**config.mk**
```make
export PLATFORM = sky130hd
export DESIGN_NAME = ldp_md_capture
export DESIGN_NICKNAME = d
export VERILOG_FILES = /design/src/ldp_cfg_pkg.sv /design/src/ldp_axi_pkg.sv /design/src/ldp_md_capture.sv
export SDC_FILE = /design/constraint.sdc
export NUM_CORES = 1
export LEC_CHECK = 0
export BUFFER_PORTS_ARGS = -buffer_cell sky130_fd_sc_hd__buf_2
export CORE_AREA = 2 2 600 602
export CTS_BUF_LIST = sky130_fd_sc_hd__clkbuf_2 sky130_fd_sc_hd__clkbuf_4 sky130_fd_sc_hd__clkbuf_8
export CTS_CLUSTER_SIZE = 40
export DETAILED_ROUTE_END_ITERATION = 10
export DIE_AREA = 0 0 602 604
export SLEW_MARGIN = 30
export SYNTH_ARGS = -nofsm -noshare
export SYNTH_HDL_FRONTEND = slang
export SYNTH_SLANG_ARGS = --single-unit
```
**constraint.sdc**
```tcl
create_clock -name clk -period 36.8 [get_ports clk]
set_input_delay 5.52 -clock clk [delete_from_list [all_inputs] [get_ports clk]]
set_output_delay 5.52 -clock clk [all_outputs]
set_load 0.02 [all_outputs]
```
**src/ldp_cfg_pkg.sv**
```systemverilog
// Run-time configuration of the host-RAM frame writer
// Software programs the buffer layout here before it releases reset

`default_nettype none

package ldp_cfg_pkg;

    // A host byte address, or a byte size within host memory
    typedef logic [63:0] host_addr_t;

    // Buffer layout in host RAM, held static while resetn is high
    typedef struct packed {
        // Number of frame-data bursts that make up one frame
        logic [31:0] frame_bursts;
        // Both frame-data rings share one size
        host_addr_t  fd0_base;
        host_addr_t  fd1_base;
        host_addr_t  fd_ring_size;
        // The metadata rings receive identical copies at the same offset
        host_addr_t  md0_base;
        host_addr_t  md1_base;
        host_addr_t  md_ring_size;
        // Each frame ends with its count written to both of these
        host_addr_t  fc0_addr;
        host_addr_t  fc1_addr;
    } ldp_cfg_t;

endpackage

`default_nettype wire
```
**src/ldp_axi_pkg.sv**
```systemverilog
// AXI4 write-channel types and sequencer states for the frame writer
// The W beat is sized for the widest bus, narrower builds use the low bits

`default_nettype none

package ldp_axi_pkg;

    // Widest supported data bus
    localparam int MAX_DATA_W = 512;

    // Metadata beats captured and written per frame
    localparam int MD_BEATS = 2;

    // Write-address request, full-width incrementing burst assumed
    typedef struct packed {
        ldp_cfg_pkg::host_addr_t addr;
        // Beats in the burst minus one
        logic [7:0]              len;
        logic                    valid;
    } aw_req_t;

    // One write-data beat
    typedef struct packed {
        logic [MAX_DATA_W-1:0]   data;
        logic [MAX_DATA_W/8-1:0] strb;
        logic                    last;
        logic                    valid;
    } w_beat_t;

    // Walked once per frame by the AW sequencer
    typedef enum logic [2:0] {
        AW_FIRST_FD,
        AW_FD,
        AW_MD0,
        AW_MD1,
        AW_FC0,
        AW_FC1
    } aw_state_t;

    // Walked once per frame by the W sequencer
    typedef enum logic [2:0] {
        W_FIRST_FD,
        W_FD,
        W_MD00,
        W_MD01,
        W_MD10,
        W_MD11,
        W_FC0,
        W_FC1
    } w_state_t;

endpackage

`default_nettype wire

```
**src/ldp_md_capture.sv**
```systemverilog
// Metadata capture for the frame writer
// Arms on each frame's first data transfer and stores the two metadata beats

`timescale 1ns/1ps
`default_nettype none

module ldp_md_capture #(
    parameter int DATA_W = 512
) (
    input  wire                clk,
    input  wire                resetn,
    input  wire                frame_start,
    input  wire  [DATA_W-1:0]  md_tdata,
    input  wire                md_tvalid,
    output logic               md_tready,
    output logic [ldp_axi_pkg::MD_BEATS-1:0][DATA_W-1:0] md_words
);

    // Zero while idle, otherwise the 1-based metadata beat being waited for
    logic [1:0] cap_cnt;
    logic       md_xfer;

    assign md_tready = (cap_cnt != 2'd0);
    assign md_xfer   = md_tvalid & md_tready;

    always_ff @(posedge clk) begin
        if (!resetn) begin
            cap_cnt <= 2'd0;
        end else if (cap_cnt == 2'd0) begin
            if (frame_start) begin
                cap_cnt <= 2'd1;
            end
        end else if (md_xfer) begin
            // Return to idle once the last beat is in
            if (cap_cnt == 2'(ldp_axi_pkg::MD_BEATS)) begin
                cap_cnt <= 2'd0;
            end else begin
                cap_cnt <= cap_cnt + 2'd1;
            end
        end
    end

    // Beats land in arrival order and stay put between frames
    always_ff @(posedge clk) begin
        if (md_xfer) begin
            md_words[cap_cnt - 2'd1] <= md_tdata;
        end
    end

    // Upstream must finish a frame's metadata before the next frame begins
    assert property (@(posedge clk) disable iff (!resetn) frame_start |-> cap_cnt == 2'd0)
        else $error("frame_start arrived during an unfinished metadata capture");

endmodule

`default_nettype wire

```
; Yosys cells after proc, flatten, opt, wreduce, memory -nomap -nowiden
; Index checks and enable logic that the tools add are counted.
[word_totals]
reg_bits = 1026
out_inout_bits = 1025
elab_cells = 22
[classes]
n_addsub = 2
order_cmp = 2
eq_ne = 2
muxes = 7
bitwise = 1
reduce_logical = 5
[op_table]
columns = operator, n
row1 = $bwmux W1024, 1
row2 = $demux W512 S1, 1
row3 = $mux W512, 1
row4 = $mux W2, 4
row5 = $reduce_bool A2 Y1, 2
row6 = $add A2 B1 Y2 const B, 1
row7 = $eq A2 B2 Y1 const B, 1
row8 = $ge A2 B1 Y1 const B, 1
row9 = $logic_not A2 Y1, 1
row10 = $lt A2 B2 Y1 const B, 1
row11 = $ne A2 B2 Y1 const B, 1
row12 = $reduce_and A2 Y1, 1
row13 = $sub A2 B1 Y2 const B, 1
row14 = $and A1 B1 Y1, 1
row15 = $logic_and A1 B1 Y1, 1

; Longest topological paths before layout
; Gate-level depths: netlist (run 1).
[logic_depth]
depth_word = 6
ltp_mapped = 2
depth_no_buf = 2

; Worst setup path after synthesis (run 1)
; Ideal clock, no wire load.
[synth_timing]
kind = input to register
start = in md_tvalid
end = reg md_words[0] (netlist bit), enable pin
setup_time_ns = 1.405
arrival_ns = 26.868
path_slack_ns = 8.527
path_stages = 2
n_path_buf = 0
path_cell_list = nand2_1 > nor2_1
[synth_between]
elab_chain_cells = 1
[synth_lines]
columns = element, line
row1 = from (decl), ldp_md_capture.sv:14  ; input wire md_tvalid,
row2 = $and A1 B1 Y1, ldp_md_capture.sv:24  ; assign md_xfer = md_tvalid & md_tready;
row3 = "to (signal, indexed assignment)", ldp_md_capture.sv:46  ; md_words[cap_cnt - 2'd1] <= md_tdata;
row4 = to (decl), ldp_md_capture.sv:16  ; output logic [ldp_axi_pkg::MD_BEATS-1:0][DATA_W-1:0] md_words
; Every way passes these cells.
; A chain may end at the register's enable or synchronous reset.

; Final worst setup path (run 1)
[layout_timing]
start = in md_tvalid
end = reg md_words[913] (netlist bit), enable pin
; The elaborated chain is that of the path after synthesis.

==> flow_summary.rst, run 1 <==
.. list-table::
   :header-rows: 1

   * - Metric
     - Value
   * - Clock latency of the later-clocked register in the worst-skew pair
     - 0.97 ns
   * - Nets
     - 3297
   * - Most Frequent Cell on Critical Path
     - sky130_fd_sc_hd__buf_4
   * - Number of pins exceeding their max-slew limit in the final report
     - 0
   * - Finished Layout Cells
     - 7816
   * - Peak Freq
     - 106 MHz
   * - Power density over cell area
     - 54.8 nW/um^2
   * - Synth unique cells
     - 9
   * - Clock Skews
     - 0.0595 ns
   * - Worst-case reg-to-reg path depth
     - 6
   * - Cell chain of the critical path
     - buf_2 -> and3b_4 -> buf_4 -> buf_4 -> buf_4 -> buf_4 -> buf_4
   * - Number of instances in the synthesized netlist
     - 1036
   * - Area inside the core boundary
     - 358000 sq um
   * - Critical path data arrival time
     - 9.99 ns
   * - Floorplan die area
     - 364000 sq um
   * - Number of buffer and inverter stages on the critical path
     - 6
   * - Hold crit path type
     - flip-flop to flip-flop
   * - Number of fill cells in the layout
     - 39700
   * - Critical-path cell with the highest stage delay
     - sky130_fd_sc_hd__buf_4
   * - Mean routed wirelength per cell
     - 32.8 microns
   * - Transition time at the pin with the least slew margin
     - 1.01 ns
   * - Critical path capture point type
     - flip-flop
   * - # port buffers
     - 1540
   * - Count of max-cap constraint violations
     - 0
   * - Mean instance size in the synthesized netlist
     - 29.8 sq um
   * - End of the worst register-to-register path
     - md_words[913]
   * - Die span in y
     - 604 microns
   * - CTS Buffer Depth
     - 4
   * - Wire length reported by the detailed router
     - 256 mm
   * - Yosys warning count
     - 0
   * - Vias after detailed routing
     - 21300
   * - Leakage power total
     - 0.0175 uW
   * - Post-CTS Repair Setup Buffers
     - 0
   * - Setup Crit Path Kind
     - input port to flip-flop
   * - Routability Congestion
     - 1.14
   * - Post-place instance area
     - 44700 sq um
   * - Setup repair after global routing missed its margin
     - no
   * - Required time of the critical path
     - 37.40 ns
   * - Register clock-pin slew on the reported worst setup and hold paths
     - 0.07 ns
   * - Io pins
     - 1541
   * - Number of standard-cell rows in the floorplan
     - 220
   * - Number of vias per cell
     - 2.73
   * - Worst R2R Setup Slack
     - 31.61 ns
   * - Number of hold buffers added after cts
     - 0
   * - Worst Path Max Fanout
     - 66
   * - Number of remaining DRC errors
     - 0
   * - Last element of the critical path
     - md_words[913]
   * - Maximum VDD drop
     - 0.0334 mV
   * - Ratio of cells with drive above 1 in the final layout
     - 63.8%
   * - Fin util
     - 13.7%
   * - Flip-flop and latch count after synthesis
     - 1026
   * - Crit Reg-Reg Startpoint
     - cap_cnt[1]
   * - Overall die width
     - 602 microns
   * - TritonCTS clock tree
     - done
   * - Initial cell density of the core
     - 8.63%
   * - Clock root buffer master
     - sky130_fd_sc_hd__clkbuf_8
   * - Number of sinks on the clock net
     - 1026
   * - Share of the yosys chip area belonging to registers
     - 99.8%
   * - Number of violations reported at the end of detailed-routing iteration 0
     - 2629
   * - Result of the run
     - completed
   * - Antenna violations before repair
     - 191
   * - Number of H-tree levels
     - 4
   * - Global-route wire length before repair
     - 295 mm
   * - Synthesized Nets
     - 1552
   * - Total gr overflow
     - 0
   * - Setup TNS
     - 0 ns
   * - Maximum number of pins on one net before global-route repair
     - 121
   * - Layout Cell Area excl Fill
     - 48900 sq um
   * - Total setup violations reported at the end of the flow
     - 0
   * - Placed wire-length estimate
     - 223 mm
   * - Largest stage delay on the critical path
     - 0.78 ns
   * - Top cell family by delay on the critical path
     - buffers and inverters
   * - Post-layout total power
     - 2680 uW
   * - Startpoint kind of the worst setup timing path
     - input port
   * - Final critical path time including I/O delays and setup
     - 9.40 ns
   * - Final-report hold violation count
     - 0
   * - Num CTS Buffers
     - 185
   * - Placed Cells incl. Taps
     - 7366
   * - Relative slew slack
     - 32.4%
   * - Vias in the first global route
     - 20000
   * - Post-cts gate resize count
     - 0
   * - Critical Path Source
     - md_tvalid
   * - Final worst path period share
     - 25.5%
   * - First-pass iteration count of the detailed router
     - 7
   * - Combined area of all synthesized cells
     - 30900 sq um
   * - Instance count on the critical path
     - 7
   * - Area Overhead vs Synth
     - 58.3%
   * - Final ANT Viol Nets
     - 0
   * - Total Routing Usage GR
     - 13.4%
## placed cells by master, fill, tap and decap left out
| cell type | Yosys | final |
|---|---|---|
| sky130_fd_sc_hd__buf_2 | 0 | 1540 |
| sky130_fd_sc_hd__or2_4 | 1 | 1 |
| sky130_fd_sc_hd__nand2_1 | 3 | 3 |
| sky130_fd_sc_hd__inv_6 | 0 | 4 |
| sky130_fd_sc_hd__clkinv_2 | 0 | 33 |
| sky130_fd_sc_hd__diode_2 | 0 | 115 |
| sky130_fd_sc_hd__nand4b_1 | 1 | 1 |
| sky130_fd_sc_hd__clkinv_8 | 0 | 2 |
| sky130_fd_sc_hd__dfxtp_1 | 2 | 2 |
| sky130_fd_sc_hd__clkinv_1 | 0 | 28 |
| sky130_fd_sc_hd__edfxtp_1 | 1024 | 1024 |
| sky130_fd_sc_hd__clkinvlp_4 | 0 | 9 |
| sky130_fd_sc_hd__clkinv_4 | 0 | 3 |
| sky130_fd_sc_hd__and3b_4 | 0 | 1 |
| sky130_fd_sc_hd__inv_8 | 0 | 2 |
| sky130_fd_sc_hd__inv_12 | 0 | 4 |
| sky130_fd_sc_hd__nor2_4 | 0 | 1 |
| sky130_fd_sc_hd__clkbuf_8 | 0 | 188 |
| sky130_fd_sc_hd__clkbuf_4 | 0 | 48 |
| sky130_fd_sc_hd__buf_4 | 0 | 16 |
| sky130_fd_sc_hd__nand3b_1 | 2 | 2 |
| sky130_fd_sc_hd__bufinv_16 | 0 | 13 |
| sky130_fd_sc_hd__buf_12 | 0 | 2 |
| sky130_fd_sc_hd__o21ai_2 | 1 | 1 |
## how the worst min path moves through the flow
stage,end,cells past startpoint,from
detailed placement,cap_cnt[0],2,cap_cnt[0]
floorplan,cap_cnt[1],2,cap_cnt[1]
global placement,cap_cnt[1],2,cap_cnt[0]
finish,cap_cnt[0],2,cap_cnt[0]
CTS,cap_cnt[0],2,cap_cnt[0]
global route,cap_cnt[1],2,cap_cnt[0]
## metrics by stage
stage	setup WS, ns	hold slack (ns)
floorplan	8.53	0.475
global placement	26.64	0.540
detailed placement	26.39	0.533
CTS	27.50	0.546
global route	27.15	0.582
finish	27.40	0.553
## cell usage after synthesis
cell                       instances  area share [%]
sky130_fd_sc_hd__or2_4             1           0.028
sky130_fd_sc_hd__nand2_1           3           0.036
sky130_fd_sc_hd__o21ai_2           1           0.028
sky130_fd_sc_hd__nor2_1            1           0.012
sky130_fd_sc_hd__nand4b_1          1           0.028
sky130_fd_sc_hd__and3b_2           1           0.032
sky130_fd_sc_hd__edfxtp_1       1024             100
sky130_fd_sc_hd__nand3b_1          2           0.049
sky130_fd_sc_hd__dfxtp_1           2            0.13
## report_power, final
group,internal [uW],switching (uW),total [uW]
clock,625,549,1170
combinational,39.6,130,170
sequential,1330,8.84,1330
total,1990,688,2680
## layout make-up
class | count | area (sq um) | area share, %
Sequential cell | 1026 | 30800 | 63.0
Clock inverter | 98 | 910 | 1.86
Clock buffer | 236 | 2950 | 6.03
Timing Repair Buffer | 1558 | 7870 | 16.1
Antenna cell | 115 | 288 | 0.589
Tap cell | 4773 | 5970 | 12.2
Multi-Input combinational cell | 10 | 76.3 | 0.156
## registers in the layout, summed over array words and instances (netlist names)
name and flops:
cap_cnt 2, md_words 1024
## logic make-up (layout without fill, tap and decap cells)
logic type             count (synthesis)  count (layout)  share of synthesized area, %
DFF                                 1026            1026                          99.8
buffers and inverters                  0            1892                             0
and+or+nand+nor                        9               9                         0.187
AOI/OAI and AO/OA                      1               1                        0.0284
other                                  0             115                             0
## worst min-delay path: stages, from the launching register on
cell and delay, ns:
sky130_fd_sc_hd__dfxtp_1 0.35, sky130_fd_sc_hd__nand3b_1 0.11, sky130_fd_sc_hd__o21ai_2 0.05
## metal layers
layer  GRT usage (%)  vias to the layer above  wire [microns]
li1                -                     7962               -
met1            12.7                    10600           80100
met2            21.4                     2158          119000
met3            10.4                      577           45500
met4            5.39                       52           11100
met5            1.03                        -             906
Power figures use the tool's default switching activity.
==> run 2, diff against run 1 <==
- clock period: 36.8 -> 8.05 ns (I/O delays scaled with it)
==> flow_summary.rst, run 2 (same netlist as run 1, synthesis figures left out) <==
.. list-table::
   :header-rows: 1

   * - Metric
     - Value
   * - Setup repair after global routing missed its margin
     - no
   * - PnR worst setup slack
     - 4.97 ns
   * - Num CTS Buffers
     - 191
   * - Top cell family by delay on the critical path
     - flip-flops
   * - Number of hold buffers added after cts
     - 0
   * - Placement-stage worst setup slack
     - 4.28 ns
   * - Leakage power total
     - 0.0177 uW
   * - Worst Hold Depth
     - 1
   * - Post-cts gate resize count
     - 0
   * - Crit Reg-Reg Startpoint
     - cap_cnt[0]
   * - Maximum number of pins on one net before global-route repair
     - 152
   * - Layout Cell Area excl Fill
     - 49000 sq um
   * - Area inside the core boundary
     - 358000 sq um
   * - Result of the run
     - completed
   * - Register clock-pin slew on the reported worst setup and hold paths
     - 0.06 ns
   * - Register Area
     - 30800 sq um
   * - Number of violations reported at the end of detailed-routing iteration 0
     - 2833
   * - Area occupied by multi-input gates
     - 83.8 sq um
   * - Wire length reported by the detailed router
     - 263 mm
   * - Worst-case reg-to-reg path depth
     - 3
   * - Number of flip-flops in the largest register
     - 1024
   * - Number of remaining DRC errors
     - 0
   * - Power density over cell area
     - 255 nW/um^2
   * - Required time of the critical path
     - 6.84 ns
   * - Final critical path time including I/O delays and setup
     - 3.08 ns
   * - Regs by FF count
     - md_words: 1024 flops, cap_cnt: 2 flops
   * - # port buffers
     - 1540
   * - Post-place instance area
     - 44800 sq um
   * - Critical path data arrival time
     - 1.87 ns
   * - Post-CTS Repair Setup Buffers
     - 0
   * - Global-route wire length before repair
     - 303 mm
   * - CTS Buffer Depth
     - 4
   * - Ratio of cells with drive above 1 in the final layout
     - 63.4%
   * - Nets
     - 3302
   * - Worst R2R Setup Slack
     - 5.21 ns
   * - Hold path start
     - md_tdata[110]
   * - Die span in y
     - 604 microns
   * - First-pass iteration count of the detailed router
     - 6
   * - Cell chain of the critical path
     - buf_2
   * - Initial cell density of the core
     - 8.63%
   * - Area Overhead vs Synth
     - 58.9%
   * - Transition time at the pin with the least slew margin
     - 1.16 ns
   * - Number of vias per cell
     - 2.73
   * - Total Routing Usage GR
     - 13.8%
   * - Clock root buffer master
     - sky130_fd_sc_hd__clkbuf_8
   * - Final ANT Viol Nets
     - 0
   * - Count of max-cap constraint violations
     - 0
   * - Vias in the first global route
     - 19900
   * - Clock latency of the later-clocked register in the worst-skew pair
     - 0.97 ns
   * - Antenna violations before repair
     - 212
   * - Vias after detailed routing
     - 21300
   * - Number of standard-cell rows in the floorplan
     - 220
   * - Floorplan die area
     - 364000 sq um
   * - Top register by number of flip-flops
     - md_words
   * - Mean routed wirelength per cell
     - 33.8 microns
   * - Maximum VDD drop
     - 0.124 mV
   * - Largest stage delay on the critical path
     - 0.46 ns
   * - End of the worst register-to-register path
     - md_words[706]
   * - Hold crit path type
     - input port to flip-flop
   * - Worst Path Max Fanout
     - 1
   * - Most common cell after layout, fill and taps aside
     - sky130_fd_sc_hd__buf_2
   * - Worst Hold End
     - md_words[622]
   * - Placed wire-length estimate
     - 229 mm
   * - Final worst path period share
     - 38.3%
   * - Overall die width
     - 602 microns
   * - Number of fill cells in the layout
     - 39700
   * - Peak Freq
     - 325 MHz
   * - Critical path capture point type
     - output port
   * - TritonCTS clock tree
     - done
   * - Startpoint kind of the worst setup timing path
     - flip-flop
   * - Clock Skews
     - 0.0730 ns
   * - Number of sinks on the clock net
     - 1026
   * - Total gr overflow
     - 0
   * - Final-report hold violation count
     - 0
   * - Number of buffer and inverter stages on the critical path
     - 1
   * - Setup Crit Path Kind
     - flip-flop to output port
   * - Critical-path cell with the highest stage delay
     - sky130_fd_sc_hd__edfxtp_1
   * - Io pins
     - 1541
   * - Number of H-tree levels
     - 4
   * - Relative slew slack
     - 22.6%
   * - Number of pins exceeding their max-slew limit in the final report
     - 0
   * - Total setup violations reported at the end of the flow
     - 0
   * - Commonest cells after routing, fill and taps aside
     - 1540 x sky130_fd_sc_hd__buf_2, 1024 x sky130_fd_sc_hd__edfxtp_1, 193 x sky130_fd_sc_hd__clkbuf_8
   * - Routability Congestion
     - 1.09
## run 2: how the worst max path moves through the flow
stage | depth (start not counted) | endpoint | start | slack, ns
CTS | 1 | md_words[270] | md_words[270] | 4.77
global placement | 5 | md_words[121] | md_tvalid | 4.29
floorplan | 2 | md_words[0] | md_tvalid | -1.17
detailed placement | 5 | md_words[463] | md_tvalid | 4.28
finish | 1 | md_words[270] | md_words[270] | 4.97
global route | 1 | md_words[270] | md_words[270] | 4.82
## run 2: worst reg2reg max path, delay by kind of cell (launching register included)
family | cells | cell delay (ns)
buffers and inverters | 2 | 0.67
flip-flops | 1 | 0.37
AND/OR/NAND/NOR | 1 | 0.90
## run 2: report_power, final
group | switching (uW) | total (uW) | internal, uW
sequential | 40.8 | 6100 | 6060
combinational | 606 | 789 | 183
clock | 2540 | 5630 | 3090
total | 3190 | 12500 | 9340
## run 2: cell type report
type	count	share of cell area, %
antenna	73	0.373
clock buffer	230	5.98
clock inverter	117	2.38
multi-input combinational	10	0.171
sequential	1026	62.8
tap	4773	12.2
timing repair buffer	1557	16.1
## run 2: routing by layer
layer	up-vias	GRT usage, %	part of all wire (%)
met4	56	5.23	4.7
met3	629	10.6	18
met1	10500	13.3	31
met2	2105	22.3	46
li1	7936	-	-
met5	-	0	0.18
## run 2: metrics by stage
stage	hold WS [ns]	TNS [ns]	std cells	total power, uW	util (%)
detailed placement	0.568	0	7366	7030	12.5
finish	0.391	0	7786	12500	13.7
global placement	0.567	0	7366	7010	12.5
floorplan	0.506	-599.71	1036	6490	-
global route	0.265	0	7739	13000	13.7
CTS	0.192	0	7713	12800	13.7
