[src/ldp_cfg_pkg.sv]
// Run-time configuration of the host-RAM frame writer
// Software programs the buffer layout here before it releases reset

`default_nettype none

package ldp_cfg_pkg;

    // A host byte address, or a byte size within host memory
    typedef logic [63:0] host_addr_t;

    // Buffer layout in host RAM, held static while resetn is high
    typedef struct packed {
        // Number of frame-data bursts that make up one frame
        logic [31:0] frame_bursts;
        // Both frame-data rings share one size
        host_addr_t  fd0_base;
        host_addr_t  fd1_base;
        host_addr_t  fd_ring_size;
        // The metadata rings receive identical copies at the same offset
        host_addr_t  md0_base;
        host_addr_t  md1_base;
        host_addr_t  md_ring_size;
        // Each frame ends with its count written to both of these
        host_addr_t  fc0_addr;
        host_addr_t  fc1_addr;
    } ldp_cfg_t;

endpackage

`default_nettype wire
[src/ldp_axi_pkg.sv]
// AXI4 write-channel types and sequencer states for the frame writer
// The W beat is sized for the widest bus, narrower builds use the low bits

`default_nettype none

package ldp_axi_pkg;

    // Widest supported data bus
    localparam int MAX_DATA_W = 512;

    // Metadata beats captured and written per frame
    localparam int MD_BEATS = 2;

    // Write-address request, full-width incrementing burst assumed
    typedef struct packed {
        ldp_cfg_pkg::host_addr_t addr;
        // Beats in the burst minus one
        logic [7:0]              len;
        logic                    valid;
    } aw_req_t;

    // One write-data beat
    typedef struct packed {
        logic [MAX_DATA_W-1:0]   data;
        logic [MAX_DATA_W/8-1:0] strb;
        logic                    last;
        logic                    valid;
    } w_beat_t;

    // Walked once per frame by the AW sequencer
    typedef enum logic [2:0] {
        AW_FIRST_FD,
        AW_FD,
        AW_MD0,
        AW_MD1,
        AW_FC0,
        AW_FC1
    } aw_state_t;

    // Walked once per frame by the W sequencer
    typedef enum logic [2:0] {
        W_FIRST_FD,
        W_FD,
        W_MD00,
        W_MD01,
        W_MD10,
        W_MD11,
        W_FC0,
        W_FC1
    } w_state_t;

endpackage

`default_nettype wire

[src/ldp_aw_ctrl.sv]
// Write-address sequencer for the frame writer
// Issues the frame-data, metadata and frame-counter requests of each frame

`timescale 1ns/1ps
`default_nettype none

module ldp_aw_ctrl #(
    parameter int FD_BURST_BEATS = 64
) (
    input  wire                             clk,
    input  wire                             resetn,
    input  wire ldp_cfg_pkg::ldp_cfg_t      cfg,
    input  wire [31:0]                      frame_count,
    input  wire ldp_cfg_pkg::host_addr_t    fd_addr,
    input  wire ldp_cfg_pkg::host_addr_t    md0_addr,
    input  wire ldp_cfg_pkg::host_addr_t    md1_addr,
    input  wire                             aw_ready,
    output ldp_axi_pkg::aw_req_t            aw,
    output logic                            fd_adv,
    output logic                            md_adv
);

    ldp_axi_pkg::aw_state_t state;

    // Frames whose first request has gone out
    logic [31:0] issued_frames;
    // Frame-data requests issued within the current frame
    logic [31:0] burst_cnt;
    logic        aw_xfer;

    assign aw_xfer = aw.valid & aw_ready;
    assign fd_adv  = aw_xfer & ((state == ldp_axi_pkg::AW_FIRST_FD) |
                                (state == ldp_axi_pkg::AW_FD));
    assign md_adv  = aw_xfer & (state == ldp_axi_pkg::AW_FC1);

    always_comb begin
        aw = '0;
        case (state)
            ldp_axi_pkg::AW_FIRST_FD: begin
                aw.addr  = fd_addr;
                aw.len   = 8'(FD_BURST_BEATS - 1);
                // Wait until the W side has started a frame we have not yet served
                aw.valid = (frame_count > issued_frames);
            end
            ldp_axi_pkg::AW_FD: begin
                aw.addr  = fd_addr;
                aw.len   = 8'(FD_BURST_BEATS - 1);
                aw.valid = 1'b1;
            end
            ldp_axi_pkg::AW_MD0, ldp_axi_pkg::AW_MD1: begin
                aw.addr  = (state == ldp_axi_pkg::AW_MD0) ? md0_addr : md1_addr;
                aw.len   = 8'(ldp_axi_pkg::MD_BEATS - 1);
                aw.valid = 1'b1;
            end
            ldp_axi_pkg::AW_FC0, ldp_axi_pkg::AW_FC1: begin
                // Single-beat writes of the frame counter
                aw.addr  = (state == ldp_axi_pkg::AW_FC0) ? cfg.fc0_addr : cfg.fc1_addr;
                aw.valid = 1'b1;
            end
            default: begin
                aw = '0;
            end
        endcase
    end

    // ========================================
    // Request sequencing
    // ========================================
    always_ff @(posedge clk) begin
        if (!resetn) begin
            state         <= ldp_axi_pkg::AW_FIRST_FD;
            issued_frames <= 32'd0;
            burst_cnt     <= 32'd0;
        end else if (aw_xfer) begin
            case (state)
                ldp_axi_pkg::AW_FIRST_FD: begin
                    issued_frames <= issued_frames + 32'd1;
                    burst_cnt     <= 32'd1;
                    state         <= (cfg.frame_bursts == 32'd1) ?
                                     ldp_axi_pkg::AW_MD0 : ldp_axi_pkg::AW_FD;
                end
                ldp_axi_pkg::AW_FD: begin
                    burst_cnt <= burst_cnt + 32'd1;
                    if (burst_cnt + 32'd1 == cfg.frame_bursts) begin
                        state <= ldp_axi_pkg::AW_MD0;
                    end
                end
                ldp_axi_pkg::AW_MD0: state <= ldp_axi_pkg::AW_MD1;
                ldp_axi_pkg::AW_MD1: state <= ldp_axi_pkg::AW_FC0;
                ldp_axi_pkg::AW_FC0: state <= ldp_axi_pkg::AW_FC1;
                default:             state <= ldp_axi_pkg::AW_FIRST_FD;
            endcase
        end
    end

    // A stalled request keeps its address until the slave takes it
    assert property (@(posedge clk) disable iff (!resetn)
        aw.valid && !aw_ready |=> $stable(aw.addr))
        else $error("aw.addr changed while waiting for aw_ready");

endmodule

`default_nettype wire

[config.mk]
export PLATFORM = sky130hd
export DESIGN_NAME = ldp_aw_ctrl
export DESIGN_NICKNAME = d
export VERILOG_FILES = /design/src/ldp_cfg_pkg.sv /design/src/ldp_axi_pkg.sv /design/src/ldp_aw_ctrl.sv
export SDC_FILE = /design/constraint.sdc
export NUM_CORES = 1
export LEC_CHECK = 0
export ABC_AREA = 1
export BUFFER_PORTS_ARGS = -buffer_cell sky130_fd_sc_hd__buf_2
export CORE_AREA = 4 4 329 331
export CTS_BUF_LIST = sky130_fd_sc_hd__clkbuf_4 sky130_fd_sc_hd__clkbuf_8
export DETAILED_ROUTE_END_ITERATION = 8
export DIE_AREA = 0 0 333 335
export PLACE_DENSITY_LB_ADDON = 0.08
export SLEW_MARGIN = 0
export SYNTH_ARGS = -nofsm -noshare
export SYNTH_HDL_FRONTEND = slang
export SYNTH_SLANG_ARGS = --single-unit
[constraint.sdc]
create_clock -name clk -period 4.95 [get_ports clk]
set_input_delay 0.7425 -clock clk [delete_from_list [all_inputs] [get_ports clk]]
set_output_delay 0.7425 -clock clk [all_outputs]
set_load 0.02 [all_outputs]
; ---- Word level (Yosys, flattened, before mapping)
; Cells that the tools add are included.
[op_classes]
magnitude_cmp = 1
eq_ne = 8
n_reduce_logical = 9
n_mux = 9
addsub = 2
n_bitwise = 4
[op_table]
columns = operator, n
row1 = one-hot mux 64 bit (3 select lines), 1
row2 = 2-to-1 mux 64 bit, 2
row3 = "adder 32 x 1 -> 32 bit, second input constant", 2
row4 = one-hot mux 32 bit (2 select lines), 1
row5 = "equality test 32 x 1 -> 1 bit, second input constant", 1
row6 = equality test 32 bit, 1
row7 = greater-than comparator 32 bit, 1
row8 = one-hot mux 3 bit (5 select lines), 1
row9 = one-hot mux 6 bit (2 select lines), 1
row10 = "equality test 3 x 2 -> 1 bit, second input constant", 2
row11 = "equality test 3 bit, second input constant", 2
row12 = AND reduction 2 bit, 3
row13 = OR reduction 2 bit, 3
row14 = OR reduction 5 bit, 1
row15 = AND 1 bit, 3
row16 = "equality test 3 x 1 -> 1 bit, second input constant", 1
row17 = zero test 3 bit, 1
row18 = 2-to-1 mux 3 bit, 1
row19 = 2-to-1 mux 2 bit, 1
row20 = "!= test 2 x 1 -> 1 bit, second input constant", 1
row21 = one-hot mux 1 bit (2 select lines), 1
row22 = nonzero test 2 bit, 1
row23 = bitwise OR 1 bit, 1
[totals]
out_inout_bits = 75
reg_bits = 67
inputBits = 771

; ---- Longest topological paths before layout
; Gate-level depths: netlist (run 1).
[depth]
ltp_word = 5
ltp_mapped = 19
ltp_nobuf = 19

; ---- Least setup slack after synthesis (run 1)
; Ideal clock, no wire load.
[synth_path]
path_type = input to output
start = input port frame_count[31]
end = output port fd_adv
t_required_ns = 4.208
setup_slack_ns = 1.730
n_path_buf = 1
arrival_time_ns = 2.477
cell_stages = 12
cell_sequence = ha_1 > nand2_1 > nor2_1 > nand2_1 > nor4_1 > nand2_1 > nand2_1 > nand3_1 > a21boi_4 > nand2_1 > buf_2 > inv_1
[synth_via]
elab_chain_cells = 4
[synth_lines]
columns = element, line_no
row1 = start: declaration, ldp_aw_ctrl.sv:13  ; input wire [31:0] frame_count,
row2 = greater-than comparator 32 bit, ldp_aw_ctrl.sv:43  ; aw.valid = (frame_count > issued_frames);
row3 = one-hot mux 1 bit (2 select lines), ldp_aw_ctrl.sv:38  ; case (state)
row4 = AND 1 bit, ldp_aw_ctrl.sv:31  ; assign aw_xfer = aw.valid & aw_ready;
row5 = AND 1 bit, ldp_aw_ctrl.sv:32  ; assign fd_adv = aw_xfer & ((state == ldp_axi_pkg::AW_FIRST_FD) |
row6 = end: declaration, ldp_aw_ctrl.sv:19  ; output logic fd_adv,
; No other way between the ends.

; ---- Worst setup path in the final report (run 1)
[layout_path]
start = register issued_frames[27]
end = output port md_adv
[layout_via]
elab_chain_cells = 4
[layout_lines]
columns = element, line_no
row1 = start: declaration, ldp_aw_ctrl.sv:26  ; logic [31:0] issued_frames;
row2 = start signal: assignment, ldp_aw_ctrl.sv:77  ; issued_frames <= issued_frames + 32'd1;
row3 = greater-than comparator 32 bit, ldp_aw_ctrl.sv:43
row4 = one-hot mux 1 bit (2 select lines), ldp_aw_ctrl.sv:38
row5 = AND 1 bit, ldp_aw_ctrl.sv:31
row6 = AND 1 bit, ldp_aw_ctrl.sv:34  ; assign md_adv = aw_xfer & (state == ldp_axi_pkg::AW_FC1);
row7 = end: declaration, ldp_aw_ctrl.sv:20  ; output logic md_adv
; No other way between the ends.

==> results.sh, run 1 <==
export IMPL_tritoncts_num_sinks=67
export IMPL_finalHoldViolCount=0
export IMPL_h_tree_depth=3
export IMPL_groute_usage_overall_pct=11.6
export IMPL_status="complete, no violations"
export IMPL_grt_start_max_net_pins=64
export IMPL_leakage_uw=0.00526
export IMPL_maxCapViolCount=0
export IMPL_ys_top_cells_by_area="nand2_1 22%, dfxtp_1 17%, nand3_1 9.8%"
export IMPL_postSynthRegisterBits=67
export IMPL_worst_setup_path_type="flip-flop to primary output"
export IMPL_clkSlewWorstSetupHoldPaths_ns=0.08
export IMPL_timing_critical_path_to_type="primary output"
export IMPL_ios=846
export IMPL_worst_hold_slack_ns=0.469
export IMPL_nets=2658
export IMPL_synth_seq_area_share_pct=16.8
export IMPL_dp_final_hpwl_um=58000
export IMPL_netlist_area_um2=7980
export IMPL_floorplan_rows=119
export IMPL_post_cts_buffers=0
export IMPL_holdBufCountCts=0
export IMPL_layout_filler_cells=12700
export IMPL_gp_routability_congestion=0.856
export IMPL_skew_ns=0.0236
export IMPL_period_needed_ns=3.85
export IMPL_die_y_um=335
export IMPL_synth_top_cell_area_share_pct=22.3
export IMPL_synth_largest_area_cell="nand2_1"
export IMPL_number_of_global_route_vias_before_repair=11700
export IMPL_layout_drive_gt1_share_pct=29.0
export IMPL_count_of_pins_over_their_slew_limit=0
export IMPL_worstMarginPinSlew_ns=0.971
export IMPL_ctsRootBufferMaster="clkbuf_8"
export IMPL_preCtsSetupSlack_ns=0.912
export IMPL_antenna_viol_nets_final=0
export IMPL_placeableCoreArea_um2=105000
export IMPL_layout_area_overhead_vs_synth_pct=53.6
export IMPL_grt_overflow=0
export IMPL_design_die_area_um2=112000
export IMPL_cts_buffers=9
export IMPL_initial_core_util_pct=7.60
export IMPL_grt_antenna_before_repair=82
export IMPL_wire_length_of_the_first_global_routing_pass_um=91300
export IMPL_clock_latency_on_the_worst_skew_pair_ns=0.43
export IMPL_power_per_cell_area_nw_per_um2=312
export IMPL_number_of_enable_type_register_cells_in_the_synthesized_netlist=0
export IMPL_drt_pass1_iterations=5
export IMPL_final_seq_area_um2=1340
export IMPL_cts_buffer_depth=2
export IMPL_startpoint_type="flip-flop"
export IMPL_synth_async_sr_flop_share_pct=0
export IMPL_final_period_utilization_pct=77.7
export IMPL_irDropWorstVdd_uv=176
export IMPL_die_x_um=333
export IMPL_avgRoutedWirePerCell_um=20.5
export IMPL_synthFlopType="dfxtp_1"
export IMPL_final_instance_count_excl_fill=3275
export IMPL_synth_warning_count=0
export IMPL_timing_critical_path_fanout_max=6
export IMPL_timing_slew_headroom_pct=35.3
export IMPL_cp_data_required_time_ns=4.21
export IMPL_critical_path_arrival_ns=3.11
export IMPL_detail_route_drc_violations=0
export IMPL_timing_final_ws_setup_ns=1.10
export IMPL_dr_total_vias=11300
export IMPL_setup_tns_final_ns=0
export IMPL_grt_setup_unrepaired="no"
export IMPL_syn_inst=1425
export IMPL_postCtsResizedCells=0
export IMPL_clock_fmax_mhz=260
export IMPL_initialDrtViolationCount=451
export IMPL_tritoncts_clock_tree="built"
export IMPL_total_placed_cells_including_tap_cells=3233
export IMPL_min_path_type="flip-flop to flip-flop"
export IMPL_viasPerCell=3.45
export IMPL_wl_um=67200
export IMPL_io_buffer_count=459
export IMPL_report_power_total_uw=3820
export IMPL_synth_cell_type_count=43
export IMPL_multi_input_area_um2=5830
export IMPL_setup_viol=0
export IMPL_avgSynthCellArea_um2=5.60
critical path: stages (launching register included):
cell,delay [ns]
dfxtp_1,0.42
inv_1,0.14
ha_1,0.32
nand2_1,0.07
nor2_1,0.09
nand2_1,0.08
nor4_1,0.31
buf_4,0.22
nand2_1,0.05
nand2_1,0.05
nand3_1,0.24
a21boi_4,0.31
nand4_1,0.11
inv_1,0.07
buf_2,0.20
logic make-up after synthesis:
group | count (synthesis) | synth area share, %
adders and majority gates | 34 | 5.33
xor gates and xnor gates | 42 | 4.61
AOI/OAI and AO/OA | 181 | 14.5
DFF | 67 | 16.8
other | 1 | 0.0470
buffers and inverters | 217 | 10.6
muxes | 4 | 0.502
and+or+nand+nor | 879 | 47.6
final cells by class:
| type | instances | area share, % |
|---|---|---|
| Clock buffer | 10 | 1.12 |
| Inverter | 152 | 4.66 |
| Clock inverter | 6 | 0.724 |
| Tap cell | 1391 | 14.2 |
| Timing Repair Buffer | 481 | 20.3 |
| Antenna cell | 26 | 0.531 |
| Sequential cell | 67 | 10.9 |
| Multi-Input combinational cell | 1142 | 47.5 |
placed cells by master (no fill, tap or decap), types with 26 or more instances in the layout:
cell type,netlist,routed
dfxtp_1,67,66
nand2_1,475,475
inv_1,142,142
ha_1,34,34
diode_2,0,26
o21ai_0,29,29
xor2_1,37,37
a221oi_1,36,36
nand4_1,28,28
nor2_1,151,147
nand3_1,157,156
buf_2,8,459
a21oi_1,84,84
layer usage:
metal	global-route usage, %	share of wire (%)	vias to the layer above
met4	2.37	2.2	26
met5	0	0.23	-
met2	19.8	47	447
met3	4.72	9.0	122
li1	-	-	5598
met1	13.6	41	5103
worst paths after layout:
path         cells past startpoint                end         startpoint  slack, ns
max                             14             md_adv  issued_frames[27]       1.10
min                              2  issued_frames[31]  issued_frames[31]       0.47
max reg2reg                     16   issued_frames[1]  issued_frames[27]       1.49
min reg2reg                      2  issued_frames[31]  issued_frames[31]       0.47
sequential cells by signal (all words and copies together), names as in the netlist:
| register | flops |
|---|---|
| state | 3 |
| burst_cnt | 32 |
| issued_frames | 32 |
where the power goes:
group          internal (uW)  total, uW  switching [uW]
Sequential               556        594            37.8
Combinational            741       2640            1900
Clock                    297        586             289
synthesized netlist by cell type, drive strengths merged, types with 13 or more instances:
cell type,n
nand2,486
nor2,163
nand3,158
inv,151
a21oi,84
dfxtp,67
clkbuf,49
xor2,37
a221oi,36
ha,34
o21ai,32
nand4,28
nor3,19
buf,16
nor4,13
through the flow:
step                      util (%)  area, um^2
after floorplan                  -        7990
after detailed placement      11.4       12000
final                         11.7       12300
after CTS                     11.6       12200
after global placement        11.4       12000
after global routing          11.6       12200
(Power assumes the default switching activity.)
==> run 2, diff against run 1 <==
--- a/config.mk
+++ b/config.mk
@@ -7,10 +7,10 @@
 export LEC_CHECK = 0
 export ABC_AREA = 1
 export BUFFER_PORTS_ARGS = -buffer_cell sky130_fd_sc_hd__buf_2
-export CORE_AREA = 4 4 329 331
+export CORE_AREA = 4 4 332 334
 export CTS_BUF_LIST = sky130_fd_sc_hd__clkbuf_4 sky130_fd_sc_hd__clkbuf_8
 export DETAILED_ROUTE_END_ITERATION = 8
-export DIE_AREA = 0 0 333 335
+export DIE_AREA = 0 0 336 338
 export PLACE_DENSITY_LB_ADDON = 0.08
 export SLEW_MARGIN = 0
 export SYNTH_ARGS = -nofsm -noshare
==> constraint.sdc (replaced) <==
create_clock -name clk -period 4 [get_ports clk]
set_input_delay 0.6 -clock clk [delete_from_list [all_inputs] [get_ports clk]]
set_output_delay 0.6 -clock clk [all_outputs]
set_load 0.02 [all_outputs]
==> results.sh, run 2 (synthesized netlist as in run 1, its figures left out) <==
export IMPL_ctsRootBufferMaster="clkbuf_8"
export IMPL_die_x_um=336
export IMPL_holdBufCountCts=0
export IMPL_grt_setup_unrepaired="no"
export IMPL_tritoncts_clock_tree="built"
export IMPL_groute_usage_overall_pct=11.5
export IMPL_postPlaceCellArea_um2=12000
export IMPL_timing_critical_path_fanout_max=5
export IMPL_min_path_type="input pin to flip-flop"
export IMPL_power_per_cell_area_nw_per_um2=381
export IMPL_setup_tns_final_ns=0
export IMPL_dp_final_hpwl_um=58400
export IMPL_clock_latency_on_the_worst_skew_pair_ns=0.42
export IMPL_layout_cells_most_common="nand2_1"
export IMPL_grt_antenna_before_repair=77
export IMPL_grt_overflow=0
export IMPL_tritoncts_num_sinks=67
export IMPL_layout_common_cells="475 x nand2_1, 459 x buf_2, 156 x nand3_1, 147 x nor2_1, 142 x inv_1"
export IMPL_postCtsResizedCells=0
export IMPL_timing_slew_headroom_pct=38.4
export IMPL_h_tree_depth=3
export IMPL_ios=846
export IMPL_viasPerCell=3.44
export IMPL_worstMarginPinSlew_ns=0.923
export IMPL_maxCapViolCount=0
export IMPL_clock_fmax_mhz=284
export IMPL_postLayoutCellArea_um2=12300
export IMPL_design_die_area_um2=114000
export IMPL_worst_setup_path_type="flip-flop to primary output"
export IMPL_cts_buffers=9
export IMPL_final_period_utilization_pct=88.0
export IMPL_irDropWorstVdd_uv=204
export IMPL_layout_filler_cells=12800
export IMPL_startpoint_type="flip-flop"
export IMPL_wl_um=67400
export IMPL_number_of_global_route_vias_before_repair=11900
export IMPL_io_buffer_count=459
export IMPL_dr_total_vias=11300
export IMPL_nets=2658
export IMPL_initial_core_util_pct=7.47
export IMPL_placeableCoreArea_um2=107000
export IMPL_detail_route_drc_violations=0
export IMPL_count_of_pins_over_their_slew_limit=0
export IMPL_avgRoutedWirePerCell_um=20.5
export IMPL_gp_routability_congestion=0.867
export IMPL_timing_critical_path_to_type="primary output"
export IMPL_leakage_uw=0.00527
export IMPL_layout_area_overhead_vs_synth_pct=54.0
export IMPL_wire_length_of_the_first_global_routing_pass_um=91800
export IMPL_drt_pass1_iterations=6
export IMPL_cp_data_required_time_ns=3.40
export IMPL_initialDrtViolationCount=464
export IMPL_cts_buffer_depth=2
export IMPL_die_y_um=338
export IMPL_critical_path_arrival_ns=2.92
export IMPL_period_needed_ns=3.52
export IMPL_floorplan_rows=120
export IMPL_layout_drive_gt1_share_pct=28.9
export IMPL_finalHoldViolCount=0
export IMPL_grt_start_max_net_pins=64
export IMPL_status="complete, no violations"
export IMPL_antenna_viol_nets_final=0
export IMPL_skew_ns=0.0273
export IMPL_setup_viol=0
export IMPL_clkSlewWorstSetupHoldPaths_ns=0.09
export IMPL_reg_largest_list="burst_cnt (32), issued_frames (32), state (3)"
export IMPL_post_cts_buffers=0
-- run 2: changes by cell type in the layout (fill, tap and decap cells not counted), sizes merged --
cell,delta
bufinv,-1
diode,+2
clkinvlp,-2
clkbuf,+2
-- run 2: per-layer routing --
| metal | share of wire [%] | vias up | wire length (um) | global-route usage, % |
|---|---|---|---|---|
| met5 | 0.27 | - | 179 | 0 |
| met2 | 45 | 435 | 30700 | 18.8 |
| met4 | 2.7 | 28 | 1830 | 3.33 |
| li1 | - | 5597 | - | - |
| met1 | 43 | 5138 | 29300 | 13.9 |
| met3 | 8.1 | 124 | 5430 | 4.37 |
-- run 2: cell type report --
cell class	instances	area [um^2]	share of cell area, %
clock inverters	3	40.0	0.326
well taps	1403	1760	14.3
flip-flops and latches	67	1340	10.9
multi-input cells	1142	5830	47.4
repair buffers	481	2540	20.6
diodes	28	70.1	0.570
clock buffers	12	146	1.19
inverters	152	572	4.65
-- run 2: critical path, cell delays in order, from the launching register on --
cell	delay [ns]
dfxtp_1	0.42
inv_1	0.13
ha_1	0.31
nand2_1	0.10
o21ai_0	0.32
nand2_1	0.10
nand2_1	0.07
nand2_1	0.04
nand2_1	0.06
nand2_1	0.04
nand2_1	0.10
nand3_1	0.21
a21boi_4	0.25
nand4_1	0.10
inv_1	0.07
buf_2	0.20
-- run 2: through the flow --
step	power, uW	instances	hold WS, ns	setup WS (ns)	util [%]
finish	4680	3288	0.457	0.478	11.5
global route	5110	3271	0.441	0.0943	11.5
CTS	4890	3260	0.397	0.210	11.4
detailed placement	4210	3245	0.460	0.532	11.3
global placement	4230	3245	0.450	0.518	11.3
floorplan	2520	1426	0.441	1.07	-
-- run 2: path summary, 6_finish.rpt --
| check | start | endpoint | slack, ns | cells after the start |
|---|---|---|---|---|
| min reg2reg | issued_frames[31] | issued_frames[31] | 0.47 | 2 |
| max | issued_frames[3] | md_adv | 0.48 | 15 |
| min | resetn | state[2] | 0.46 | 3 |
| max reg2reg | issued_frames[3] | issued_frames[5] | 1.03 | 17 |
-- run 2: power breakdown --
group	leakage [uW]	total [uW]	switching, uW	internal, uW
combinational	0.00463	3320	2370	953
sequential	0.000541	734	46.2	688
clock	0.000101	630	326	304
